--- config.mk ---
export PLATFORM = sky130hd
export DESIGN_NAME = coreTop
export DESIGN_NICKNAME = d
export VERILOG_FILES = /design/src/source/isaPkg.sv /design/src/source/busPkg.sv /design/src/source/regFile.sv /design/src/source/fetch.sv /design/src/source/decode.sv /design/src/source/execute.sv /design/src/source/coreTop.sv
export VERILOG_INCLUDE_DIRS = /design/src /design/src/source
export SDC_FILE = /design/constraint.sdc
export NUM_CORES = 1
export LEC_CHECK = 0
export BUFFER_PORTS_ARGS = -buffer_cell sky130_fd_sc_hd__buf_2
export CORE_MARGIN = 5
export CORE_UTILIZATION = 51
export CTS_CLUSTER_SIZE = 8
export DETAILED_ROUTE_END_ITERATION = 16
export GPL_TIMING_DRIVEN = 0
export PLACE_DENSITY = 0.68
export SKIP_CTS_REPAIR_TIMING = 1
export SLEW_MARGIN = 20
export SYNTH_ARGS = -nofsm -noshare
export SYNTH_HDL_FRONTEND = slang
export SYNTH_SLANG_ARGS = --single-unit
export TNS_END_PERCENT = 10
--- constraint.sdc ---
create_clock -name clk -period 7.83 [get_ports clk]
set_input_delay 1.566 -clock clk [delete_from_list [all_inputs] [get_ports clk]]
set_output_delay 1.566 -clock clk [all_outputs]
set_load 0.1 [all_outputs]
--- src/source/core_params.svh ---
// ~~~~~~~~~~~~~~~~~~~~~~~~~~~~~~
// core sizing for the 16-bit teaching core.
// addresses are byte addresses, instructions are one word.
// changing WORD_W alone does not retarget the ISA fields.
// ~~~~~~~~~~~~~~~~~~~~~~~~~~~~~~
`ifndef CORE_PARAMS_SVH
`define CORE_PARAMS_SVH

// datapath and bus address width.
`define WORD_W 16

// register file size and index width, kept consistent by hand.
`define NUM_REGS 8
`define REG_AW 3

// first fetch address after reset.
`define RESET_PC 16'h0000

`endif

--- src/source/isaPkg.sv ---
// ~~~~~~~~~~~~~~~~~~~~~~~~~~~~~~
// ISA encodings for the teaching core.
// opcode sits in bits 15..11; undefined codes behave as HALT.
// all-zero memory therefore reads as HALT.
// ~~~~~~~~~~~~~~~~~~~~~~~~~~~~~~
package isaPkg;

   // ~~~~~~~~~~~~~~~~~~~~~~~~~~~~~~
   // opcodes
   // ~~~~~~~~~~~~~~~~~~~~~~~~~~~~~~
   typedef enum logic [4:0] {
      OP_HALT = 5'b00000,   // stop the core.
      OP_ADD  = 5'b00001,   // rd = rs + rt.
      OP_SUB  = 5'b00010,   // rd = rs - rt.
      OP_XOR  = 5'b00011,   // rd = rs ^ rt.
      OP_ADDI = 5'b00100,   // rd = rs + sext(imm5).
      OP_BEQZ = 5'b01000,   // branch if reg is zero.
      OP_BNEZ = 5'b01001,   // branch if reg is not zero.
      OP_J    = 5'b01010    // unconditional pc-relative jump.
   } opcodeT;

   typedef enum logic [1:0] {
      ALU_ADD  = 2'b00,
      ALU_SUB  = 2'b01,
      ALU_XOR  = 2'b10,
      ALU_PASS = 2'b11      // operand a straight through.
   } aluOpT;

   // ~~~~~~~~~~~~~~~~~~~~~~~~~~~~~~
   // field positions and widths
   // ~~~~~~~~~~~~~~~~~~~~~~~~~~~~~~
   localparam int OPC_W   = 5;   // opcode width.
   localparam int OPC_LSB = 11;  // opcode low bit.
   localparam int REG_W   = 3;   // register field width.
   localparam int RD_LSB  = 8;   // rd, also the branch test register.
   localparam int RS_LSB  = 5;
   localparam int RT_LSB  = 2;
   localparam int IMM_W   = 5;   // ADDI signed immediate.
   localparam int BOFF_W  = 8;   // branch signed word offset.
   localparam int JOFF_W  = 11;  // jump signed word offset.

endpackage

--- src/source/busPkg.sv ---
// ~~~~~~~~~~~~~~~~~~~~~~~~~~~~~~
// bus-side types for the fetch unit.
// wishbone classic, single reads only.
// ~~~~~~~~~~~~~~~~~~~~~~~~~~~~~~
package busPkg;

   // fetch cycle states.
   // FS_HOLD waits for a control transfer to resolve.
   // FS_DONE is terminal until reset.
   typedef enum logic [1:0] {
      FS_IDLE = 2'b00,   // no bus cycle, may start one.
      FS_BUS  = 2'b01,   // cyc/stb high, waiting for ack or err.
      FS_HOLD = 2'b10,   // branch or jump in flight.
      FS_DONE = 2'b11    // halted or bus error.
   } fetchStateT;

endpackage

--- src/source/regFile.sv ---
// ~~~~~~~~~~~~~~~~~~~~~~~~~~~~~~
// register file, two async reads and one write.
// a write is visible to a same-cycle read of that index.
// r0 is an ordinary register.
// ~~~~~~~~~~~~~~~~~~~~~~~~~~~~~~
`include "core_params.svh"

module regFile (
   input  logic               clk,
   input  logic               arstN,
   input  logic [`REG_AW-1:0] rdAddrA,
   input  logic [`REG_AW-1:0] rdAddrB,
   output logic [`WORD_W-1:0] rdDataA,
   output logic [`WORD_W-1:0] rdDataB,
   input  logic               wrEn,
   input  logic [`REG_AW-1:0] wrAddr,
   input  logic [`WORD_W-1:0] wrData
);

   logic [`WORD_W-1:0] regs [`NUM_REGS];

   always_ff @(posedge clk or negedge arstN) begin
      if (!arstN) begin
         for (int i = 0; i < `NUM_REGS; i++)
            regs[i] <= '0;
      end else if (wrEn) begin
         regs[wrAddr] <= wrData;
      end
   end

   // bypass covers the writeback cycle.
   assign rdDataA = (wrEn && (wrAddr == rdAddrA)) ? wrData : regs[rdAddrA];
   assign rdDataB = (wrEn && (wrAddr == rdAddrB)) ? wrData : regs[rdAddrB];

endmodule

--- src/source/fetch.sv ---
// ~~~~~~~~~~~~~~~~~~~~~~~~~~~~~~
// instruction fetch over wishbone classic, one read per word.
// no speculation: after a branch or jump, fetch waits for resolve.
// HALT or err stops fetch until reset.
// a new read starts only when the instruction register is free.
// ~~~~~~~~~~~~~~~~~~~~~~~~~~~~~~
`include "core_params.svh"

module fetch
   import busPkg::*, isaPkg::*;
(
   input  logic               clk,
   input  logic               arstN,
   // wishbone master, read only
   output logic               cyc,
   output logic               stb,
   output logic               we,
   output logic [`WORD_W-1:0] adr,
   input  logic [`WORD_W-1:0] datIn,
   input  logic               ack,
   input  logic               busErr,
   // to decode
   input  logic               dStall,
   output logic [`WORD_W-1:0] fInstr,
   output logic [`WORD_W-1:0] fPc,
   output logic               fValid,
   // from execute
   input  logic               redirect,
   input  logic [`WORD_W-1:0] redirectPc,
   input  logic               resolve,
   output logic               err
);

   fetchStateT         state;
   fetchStateT         ackNext;    // state to take on ack.
   logic [`WORD_W-1:0] pc;
   logic               slotFree;   // instr register empty or draining.
   logic               capture;

   assign slotFree = !fValid || !dStall;
   assign capture  = (state == FS_BUS) && ack && !busErr;

   assign cyc = (state == FS_BUS);
   assign stb = (state == FS_BUS);
   assign we  = 1'b0;   // never writes.
   assign adr = pc;

   // predecode of the incoming word.
   always_comb begin
      case (datIn[OPC_LSB +: OPC_W])
         OP_BEQZ, OP_BNEZ, OP_J:          ackNext = FS_HOLD;
         OP_ADD, OP_SUB, OP_XOR, OP_ADDI: ackNext = FS_IDLE;
         default:                         ackNext = FS_DONE;   // halt or undefined.
      endcase
   end

   // ~~~~~~~~~~~~~~~~~~~~~~~~~~~~~~
   // fetch control
   // ~~~~~~~~~~~~~~~~~~~~~~~~~~~~~~
   always_ff @(posedge clk or negedge arstN) begin
      if (!arstN) begin
         state  <= FS_IDLE;
         pc     <= `RESET_PC;
         fValid <= 1'b0;
         err    <= 1'b0;
      end else begin
         if (fValid && !dStall)
            fValid <= 1'b0;   // decode took it.
         case (state)
            FS_IDLE: begin
               if (slotFree)
                  state <= FS_BUS;
            end
            FS_BUS: begin
               if (busErr) begin
                  err   <= 1'b1;   // sticky.
                  state <= FS_DONE;
               end else if (ack) begin
                  fValid <= 1'b1;
                  pc     <= pc + `WORD_W'(2);
                  state  <= ackNext;
               end
            end
            FS_HOLD: begin
               if (resolve) begin
                  if (redirect)
                     pc <= redirectPc;   // taken.
                  state <= FS_IDLE;
               end
            end
            default: state <= FS_DONE;   // stays stopped.
         endcase
      end
   end

   always_ff @(posedge clk) begin
      if (capture) begin
         fInstr <= datIn;
         fPc    <= pc;
      end
   end

   // ~~~~~~~~~~~~~~~~~~~~~~~~~~~~~~
   // checks
   // ~~~~~~~~~~~~~~~~~~~~~~~~~~~~~~
   aStbCyc: assert property (@(posedge clk) disable iff (!arstN) stb |-> cyc);
   aAdrHold: assert property (@(posedge clk) disable iff (!arstN)
      (stb && !ack && !busErr) |=> $stable(adr) && stb);
   aRedirHold: assert property (@(posedge clk) disable iff (!arstN)
      redirect |-> state == FS_HOLD);   // only while a transfer is pending.

endmodule

--- src/source/decode.sv ---
// ~~~~~~~~~~~~~~~~~~~~~~~~~~~~~~
// decode stage with the register file and the D/X register.
// stalls one cycle when a source matches the dest in execute.
// no forwarding; the regFile bypass covers writeback.
// xOffset is a sign-extended word offset.
// ~~~~~~~~~~~~~~~~~~~~~~~~~~~~~~
`include "core_params.svh"

module decode
   import isaPkg::*;
(
   input  logic               clk,
   input  logic               arstN,
   input  logic [`WORD_W-1:0] fInstr,
   input  logic [`WORD_W-1:0] fPc,
   input  logic               fValid,
   output logic               dStall,
   input  logic               wrEn,
   input  logic [`REG_AW-1:0] wrAddr,
   input  logic [`WORD_W-1:0] wrData,
   output logic               xValid,
   output opcodeT             xOp,
   output aluOpT              xAluOp,
   output logic [`REG_AW-1:0] xRd,
   output logic               xWrEn,
   output logic [`WORD_W-1:0] xOpA,
   output logic [`WORD_W-1:0] xOpB,
   output logic [`WORD_W-1:0] xPc,
   output logic [`WORD_W-1:0] xOffset
);

   opcodeT             op;
   aluOpT              aluOp;
   logic               wrEnD;
   logic               useA, useB;       // source reads needed.
   logic [`REG_AW-1:0] rdAddrA, rdAddrB;
   logic [`WORD_W-1:0] rdDataA, rdDataB;
   logic [`WORD_W-1:0] imm, offset;
   logic               hazard;

   regFile rf0 (
      .clk(clk), .arstN(arstN),
      .rdAddrA(rdAddrA), .rdAddrB(rdAddrB),
      .rdDataA(rdDataA), .rdDataB(rdDataB),
      .wrEn(wrEn), .wrAddr(wrAddr), .wrData(wrData)
   );

   assign imm = {{(`WORD_W-IMM_W){fInstr[IMM_W-1]}}, fInstr[IMM_W-1:0]};

   always_comb begin
      op      = OP_HALT;   // undefined decodes as halt.
      aluOp   = ALU_PASS;
      wrEnD   = 1'b0;
      useA    = 1'b0;
      useB    = 1'b0;
      rdAddrA = fInstr[RS_LSB +: REG_W];
      rdAddrB = fInstr[RT_LSB +: REG_W];
      offset  = '0;
      case (fInstr[OPC_LSB +: OPC_W])
         OP_ADD:  begin op = OP_ADD; aluOp = ALU_ADD; wrEnD = 1'b1; useA = 1'b1; useB = 1'b1; end
         OP_SUB:  begin op = OP_SUB; aluOp = ALU_SUB; wrEnD = 1'b1; useA = 1'b1; useB = 1'b1; end
         OP_XOR:  begin op = OP_XOR; aluOp = ALU_XOR; wrEnD = 1'b1; useA = 1'b1; useB = 1'b1; end
         OP_ADDI: begin op = OP_ADDI; aluOp = ALU_ADD; wrEnD = 1'b1; useA = 1'b1; end
         OP_BEQZ, OP_BNEZ: begin
            op      = (fInstr[OPC_LSB +: OPC_W] == OP_BEQZ) ? OP_BEQZ : OP_BNEZ;
            rdAddrA = fInstr[RD_LSB +: REG_W];   // tested register.
            useA    = 1'b1;
            offset  = {{(`WORD_W-BOFF_W){fInstr[BOFF_W-1]}}, fInstr[BOFF_W-1:0]};
         end
         OP_J: begin
            op     = OP_J;
            offset = {{(`WORD_W-JOFF_W){fInstr[JOFF_W-1]}}, fInstr[JOFF_W-1:0]};
         end
         default: ;
      endcase
   end

   // dest in execute is taken from our own output register.
   assign hazard = xValid && xWrEn &&
                   ((useA && (rdAddrA == xRd)) || (useB && (rdAddrB == xRd)));
   assign dStall = fValid && hazard;

   // ~~~~~~~~~~~~~~~~~~~~~~~~~~~~~~
   // decode/execute register
   // ~~~~~~~~~~~~~~~~~~~~~~~~~~~~~~
   always_ff @(posedge clk or negedge arstN) begin
      if (!arstN)
         xValid <= 1'b0;
      else
         xValid <= fValid && !hazard;   // bubble on stall.
   end

   always_ff @(posedge clk) begin
      if (fValid && !hazard) begin
         xOp     <= op;
         xAluOp  <= aluOp;
         xRd     <= fInstr[RD_LSB +: REG_W];
         xWrEn   <= wrEnD;
         xOpA    <= rdDataA;
         xOpB    <= (op == OP_ADDI) ? imm : rdDataB;
         xPc     <= fPc;
         xOffset <= offset;
      end
   end

   aBubble: assert property (@(posedge clk) disable iff (!arstN) dStall |=> !xValid);

endmodule

--- src/source/execute.sv ---
// ~~~~~~~~~~~~~~~~~~~~~~~~~~~~~~
// execute stage and the writeback register.
// branch target is pc + 2 + 2*offset, arithmetic wraps at 16 bits.
// redirect and resolve are one-cycle pulses.
// halted is sticky once a HALT executes.
// ~~~~~~~~~~~~~~~~~~~~~~~~~~~~~~
`include "core_params.svh"

module execute
   import isaPkg::*;
(
   input  logic               clk,
   input  logic               arstN,
   input  logic               xValid,
   input  opcodeT             xOp,
   input  aluOpT              xAluOp,
   input  logic [`REG_AW-1:0] xRd,
   input  logic               xWrEn,
   input  logic [`WORD_W-1:0] xOpA,
   input  logic [`WORD_W-1:0] xOpB,
   input  logic [`WORD_W-1:0] xPc,
   input  logic [`WORD_W-1:0] xOffset,
   output logic               redirect,
   output logic [`WORD_W-1:0] redirectPc,
   output logic               resolve,
   output logic               halted,
   output logic               wbEn,
   output logic [`REG_AW-1:0] wbReg,
   output logic [`WORD_W-1:0] wbData
);

   logic [`WORD_W-1:0] aluRes;
   logic [`WORD_W-1:0] target;
   logic               isCtl;
   logic               taken;

   always_comb begin
      case (xAluOp)
         ALU_ADD: aluRes = xOpA + xOpB;
         ALU_SUB: aluRes = xOpA - xOpB;
         ALU_XOR: aluRes = xOpA ^ xOpB;
         default: aluRes = xOpA;
      endcase
   end

   always_comb begin
      isCtl = 1'b1;
      case (xOp)
         OP_BEQZ: taken = (xOpA == '0);
         OP_BNEZ: taken = (xOpA != '0);
         OP_J:    taken = 1'b1;
         default: begin
            isCtl = 1'b0;
            taken = 1'b0;
         end
      endcase
   end

   assign target = xPc + `WORD_W'(2) + (xOffset << 1);

   always_ff @(posedge clk or negedge arstN) begin
      if (!arstN) begin
         wbEn     <= 1'b0;
         redirect <= 1'b0;
         resolve  <= 1'b0;
         halted   <= 1'b0;
      end else begin
         wbEn     <= xValid && xWrEn;
         redirect <= xValid && isCtl && taken;
         resolve  <= xValid && isCtl;   // taken or not.
         if (xValid && (xOp == OP_HALT))
            halted <= 1'b1;
      end
   end

   always_ff @(posedge clk) begin
      wbReg      <= xRd;
      wbData     <= aluRes;
      redirectPc <= target;
   end

   aNoWbAfterHalt: assert property (@(posedge clk) disable iff (!arstN) halted |=> !wbEn);

endmodule

--- src/source/coreTop.sv ---
// ~~~~~~~~~~~~~~~~~~~~~~~~~~~~~~
// core top: fetch, decode, execute.
// instruction bus is wishbone classic, read only.
// halted also covers a bus error.
// ~~~~~~~~~~~~~~~~~~~~~~~~~~~~~~
`include "core_params.svh"

module coreTop
   import isaPkg::*;
(
   input  logic               clk,
   input  logic               arstN,
   output logic               cyc,
   output logic               stb,
   output logic               we,
   output logic [`WORD_W-1:0] adr,
   input  logic [`WORD_W-1:0] datIn,
   input  logic               ack,
   input  logic               busErr,
   output logic               wbEn,
   output logic [`REG_AW-1:0] wbReg,
   output logic [`WORD_W-1:0] wbData,
   output logic               halted,
   output logic               err
);

   logic [`WORD_W-1:0] fInstr, fPc, redirectPc;
   logic               fValid, dStall, redirect, resolve;
   logic               xValid, xWrEn, exHalted;
   opcodeT             xOp;
   aluOpT              xAluOp;
   logic [`REG_AW-1:0] xRd;
   logic [`WORD_W-1:0] xOpA, xOpB, xPc, xOffset;

   fetch fetch0 (
      .clk(clk), .arstN(arstN),
      .cyc(cyc), .stb(stb), .we(we), .adr(adr),
      .datIn(datIn), .ack(ack), .busErr(busErr),
      .dStall(dStall), .fInstr(fInstr), .fPc(fPc), .fValid(fValid),
      .redirect(redirect), .redirectPc(redirectPc), .resolve(resolve), .err(err)
   );

   decode decode0 (
      .clk(clk), .arstN(arstN),
      .fInstr(fInstr), .fPc(fPc), .fValid(fValid), .dStall(dStall),
      .wrEn(wbEn), .wrAddr(wbReg), .wrData(wbData),
      .xValid(xValid), .xOp(xOp), .xAluOp(xAluOp), .xRd(xRd), .xWrEn(xWrEn),
      .xOpA(xOpA), .xOpB(xOpB), .xPc(xPc), .xOffset(xOffset)
   );

   execute execute0 (
      .clk(clk), .arstN(arstN),
      .xValid(xValid), .xOp(xOp), .xAluOp(xAluOp), .xRd(xRd), .xWrEn(xWrEn),
      .xOpA(xOpA), .xOpB(xOpB), .xPc(xPc), .xOffset(xOffset),
      .redirect(redirect), .redirectPc(redirectPc), .resolve(resolve),
      .halted(exHalted), .wbEn(wbEn), .wbReg(wbReg), .wbData(wbData)
   );

   assign halted = exHalted | err;   // err stops the core too.

endmodule

==> key figures <==
Synth
  – Post-Syn Area: approximately 15000 um^2
  – Synth cell types: just over 80
  – Async SR Flop Fraction: a little over half
  – Gate Count Post-Synth: ~1400
  – Seq cells post-synth: between 200 and 300
  – Dominant synthesized flop cell: dfrtp_1
  – Avg Synthesized Cell Area: 11.1 um^2
  – Number of synthesized flops with an enable pin: 101
  – YS warnings: 0
  – Post-synth net total: approximately 1400
  – Register area share after synthesis: 49.8%

Clock network
  – Root buf cell: clkbuf_16
  – Clk sinks: slightly below 300
  – CTS buffer count: 42
  – # H-tree levels: 2
  – CTS tree: done
  – Max Root-Sink Buffers: 3
  – Worst-Skew Late Latency: between 0.5 and 0.6 ns
  – Clock transition at path regs: ~0.050 ns

GRT
  – M3 GR Usage: under 10%
  – Initial antenna violation count: 0
  – Vias in the first global route: approximately 11000
  – Met2 Track Usage GR: a little over a third
  – Grt met1 use: between 30% and 40%
  – Total GRT Usage: between 20% and 30%
  – Layer with the highest usage: met2
  – Total gr overflow: 0
  – First-pass GRT wire length: roughly 61000 um
  – Largest net degree at the start of global routing: 80

Critical path
  – Arrival time at the worst endpoint: 4.33 ns
  – Reg-to-Reg End: execute0.wbData[15]$_DFF_P_
  – Worst R2R Start: decode0.xOpB[4]$_DFFE_PP_
  – CP Capture Type: register
  – Setup slack, reg-to-reg: between 3 and 4 ns
  – Worst path required time: about 8.2 ns
  – CP Launch Type: register
  – R2R depth: 13
  – Worst-path fanout max: 7
  – Crit path kind: register to register

Power and ir drop
  – Maximum vdd drop: approximately 0.14 mV
  – PwrDens: approximately 190 nW/um^2
  – LEAKAGE: between 0.007 and 0.008 uW

Final layout
  – Most frequent cells in the layout: nand2_1, dfrtp_1, mux2_2
  – Layout net count: between 1500 and 2000
  – # fillers: between 2000 and 2500
  – Synth-to-layout area growth: 14.2%
  – N_diodes: 0
  – Most common cell after layout, fill and taps aside: nand2_1
  – Share of cells above drive strength 1: between 20% and 30%
  – Layout Cell Area excl Fill: around 17000 um^2

Routing
  – Initial drt markers: between 800 and 900
  – Via density: 5.80
  – WL final: 38100 um
  – Routed vias: around 11000
  – DR DRC count: 0
  – First-pass iteration count of the detailed router: 6
  – Antenna Nets Post-Route: 0
  – Wire length per cell: about 20 um

Min path
  – Class of the worst hold path: register to register
  – HP Start: decode0.xPc[0]$_DFFE_PP_
  – Hold depth: 0
  – Endpoint, Worst Hold: execute0.redirectPc[0]$_DFF_P_

STA
  – Final Setup Violations: 0
  – Final hold violations: 0
  – Clk_skew: roughly 0.024 ns
  – FMAX: around 250 MHz
  – Final TNS setup: 0 ns
  – Fin crit share: 50.1%
  – RSZ-0062 raised after global routing: no
  – Max-slew violations: 0
  – Rel. slew slack: between 30 and 40%
  – Slew @ Worst Pin: ~1 ns
  – Post-layout min period: around 4 ns
  – Hold Slack: between 0.3 and 0.4 ns

Status
  – Run status: completed

Placed design
  – Routability cong.: ~0.87
  – Number of port buffers: 59
  – Placed cell areas: approximately 16000 um^2
  – Detailed placement HPWL: between 20000 and 30000 um

Run
  – Max cap viols: 0

Floorplan
  – I/O pin count: 61
  – Core Area: 29600 um^2
  – Die Area: roughly 33000 um^2
  – Row cnt: between 60 and 70
  – Die width: ~180 um
  – Initial Util: about half
  – Die Y: roughly 180 um
critical path, cell delays in order (launching register included):
cell      delay, ns
edfxtp_1       0.46
or3_4          0.42
or3_1          0.40
o41ai_2        0.40
nand2_1        0.12
xnor2_1        0.15
ha_1           0.37
a21o_1         0.22
a211o_1        0.30
nor4b_1        0.41
a21oi_2        0.14
a211oi_2       0.19
a211oi_2       0.08
xnor2_1        0.13
metal layers:
layer,wire length (um),share of wire [%],vias up
met5,0,0,-
met4,851,2.2,0
met3,2420,6.4,74
met2,17600,46,373
met1,17200,45,5389
li1,-,-,5175
cell usage after synthesis (16+ instances only):
cell | count | area share, %
nand4_1 | 19 | 0.78
mux4_2 | 32 | 4.7
dfxtp_1 | 35 | 4.6
o21ai_1 | 20 | 0.66
nand2_1 | 191 | 4.7
dfrtp_1 | 153 | 25
edfxtp_1 | 101 | 20
buf_2 | 16 | 0.53
xnor2_1 | 45 | 2.6
clkbuf_1 | 35 | 0.86
o21ai_0 | 49 | 1.6
nand3_1 | 77 | 2.5
ha_1 | 48 | 4.0
nor2_1 | 88 | 2.2
inv_1 | 24 | 0.59
nor3_1 | 16 | 0.53
o21a_1 | 16 | 0.79
a21oi_1 | 51 | 1.7
mux2_2 | 119 | 8.8
sequential cells by signal, summed over array words and instances, names as in the netlist:
register	flops
fetch0.fInstr	16
decode0.xOp	4
decode0.xOpA	16
execute0.wbEn	1
fetch0.fValid	1
execute0.redirectPc	16
decode0.xAluOp	2
fetch0.err	1
decode0.xValid	1
decode0.xPc	16
fetch0.state	2
execute0.wbReg	3
decode0.xOffset	11
decode0.rf0.regs	128
execute0.halted	1
fetch0.fPc	16
decode0.xOpB	16
execute0.redirect	1
fetch0.adr	16
execute0.resolve	1
decode0.xWrEn	1
decode0.xRd	3
execute0.wbData	16
logic make-up after synthesis:
logic type | count (synthesis) | share of synthesized area, %
buffers and inverters | 108 | 3.62
AOI/OAI and AO/OA | 213 | 8.87
and+or+nand+nor | 477 | 14.9
xor gates and xnor gates | 60 | 3.46
adders and majority gates | 50 | 4.22
DFF | 289 | 49.8
other | 1 | 0.0247
muxes | 173 | 15.1
power by group:
| group | total [uW] | internal, uW | switching (uW) |
|---|---|---|---|
| Combinational | 28.3 | 6.57 | 21.7 |
| Clock | 1650 | 995 | 657 |
| Sequential | 1560 | 1560 | 0 |
cell type report:
cell class | count | area [um^2] | area share (%)
inverters | 24 | 90.1 | 0.519
well taps | 390 | 488 | 2.81
repair buffers | 67 | 449 | 2.59
plain buffers | 84 | 459 | 2.65
multi-input cells | 974 | 7100 | 40.9
flip-flops and latches | 289 | 7560 | 43.6
clock inverters | 5 | 68.8 | 0.397
clock buffers | 64 | 1130 | 6.53
worst max-delay path by stage:
stage / start / end / slack, ns / cells past startpoint
global route: decode0.xAluOp[0]$_SDFFCE_PN1P_ / execute0.wbData[13]$_DFF_P_ / 3.70 / 13
CTS: decode0.xOpB[4]$_DFFE_PP_ / execute0.wbData[15]$_DFF_P_ / 3.97 / 13
global placement: fetch0.fInstr[12]$_DFFE_PP_ / decode0.xValid$_DFF_PN0_ / 0.43 / 5
detailed placement: decode0.xOpB[4]$_DFFE_PP_ / execute0.wbData[15]$_DFF_P_ / 3.99 / 13
finish: decode0.xOpB[4]$_DFFE_PP_ / execute0.wbData[15]$_DFF_P_ / 3.91 / 13
floorplan: fetch0.fInstr[12]$_DFFE_PP_ / decode0.xAluOp[0]$_SDFFCE_PN1P_ / 2.27 / 5
per-stage QoR:
stage | power (uW) | util, % | setup slack, ns | instances
3_3_place_gp | 1610 | 54.0 | 0.430 | 1820
2_1_floorplan | 1590 | - | 2.27 | 1371
5_1_grt | 3340 | 58.7 | 3.70 | 1897
6_report | 3240 | 58.7 | 3.91 | 1897
4_1_cts | 3270 | 58.7 | 3.97 | 1897
3_5_place_dp | 1620 | 54.6 | 3.99 | 1828
Note: power is estimated with default switching activity, not from simulation.
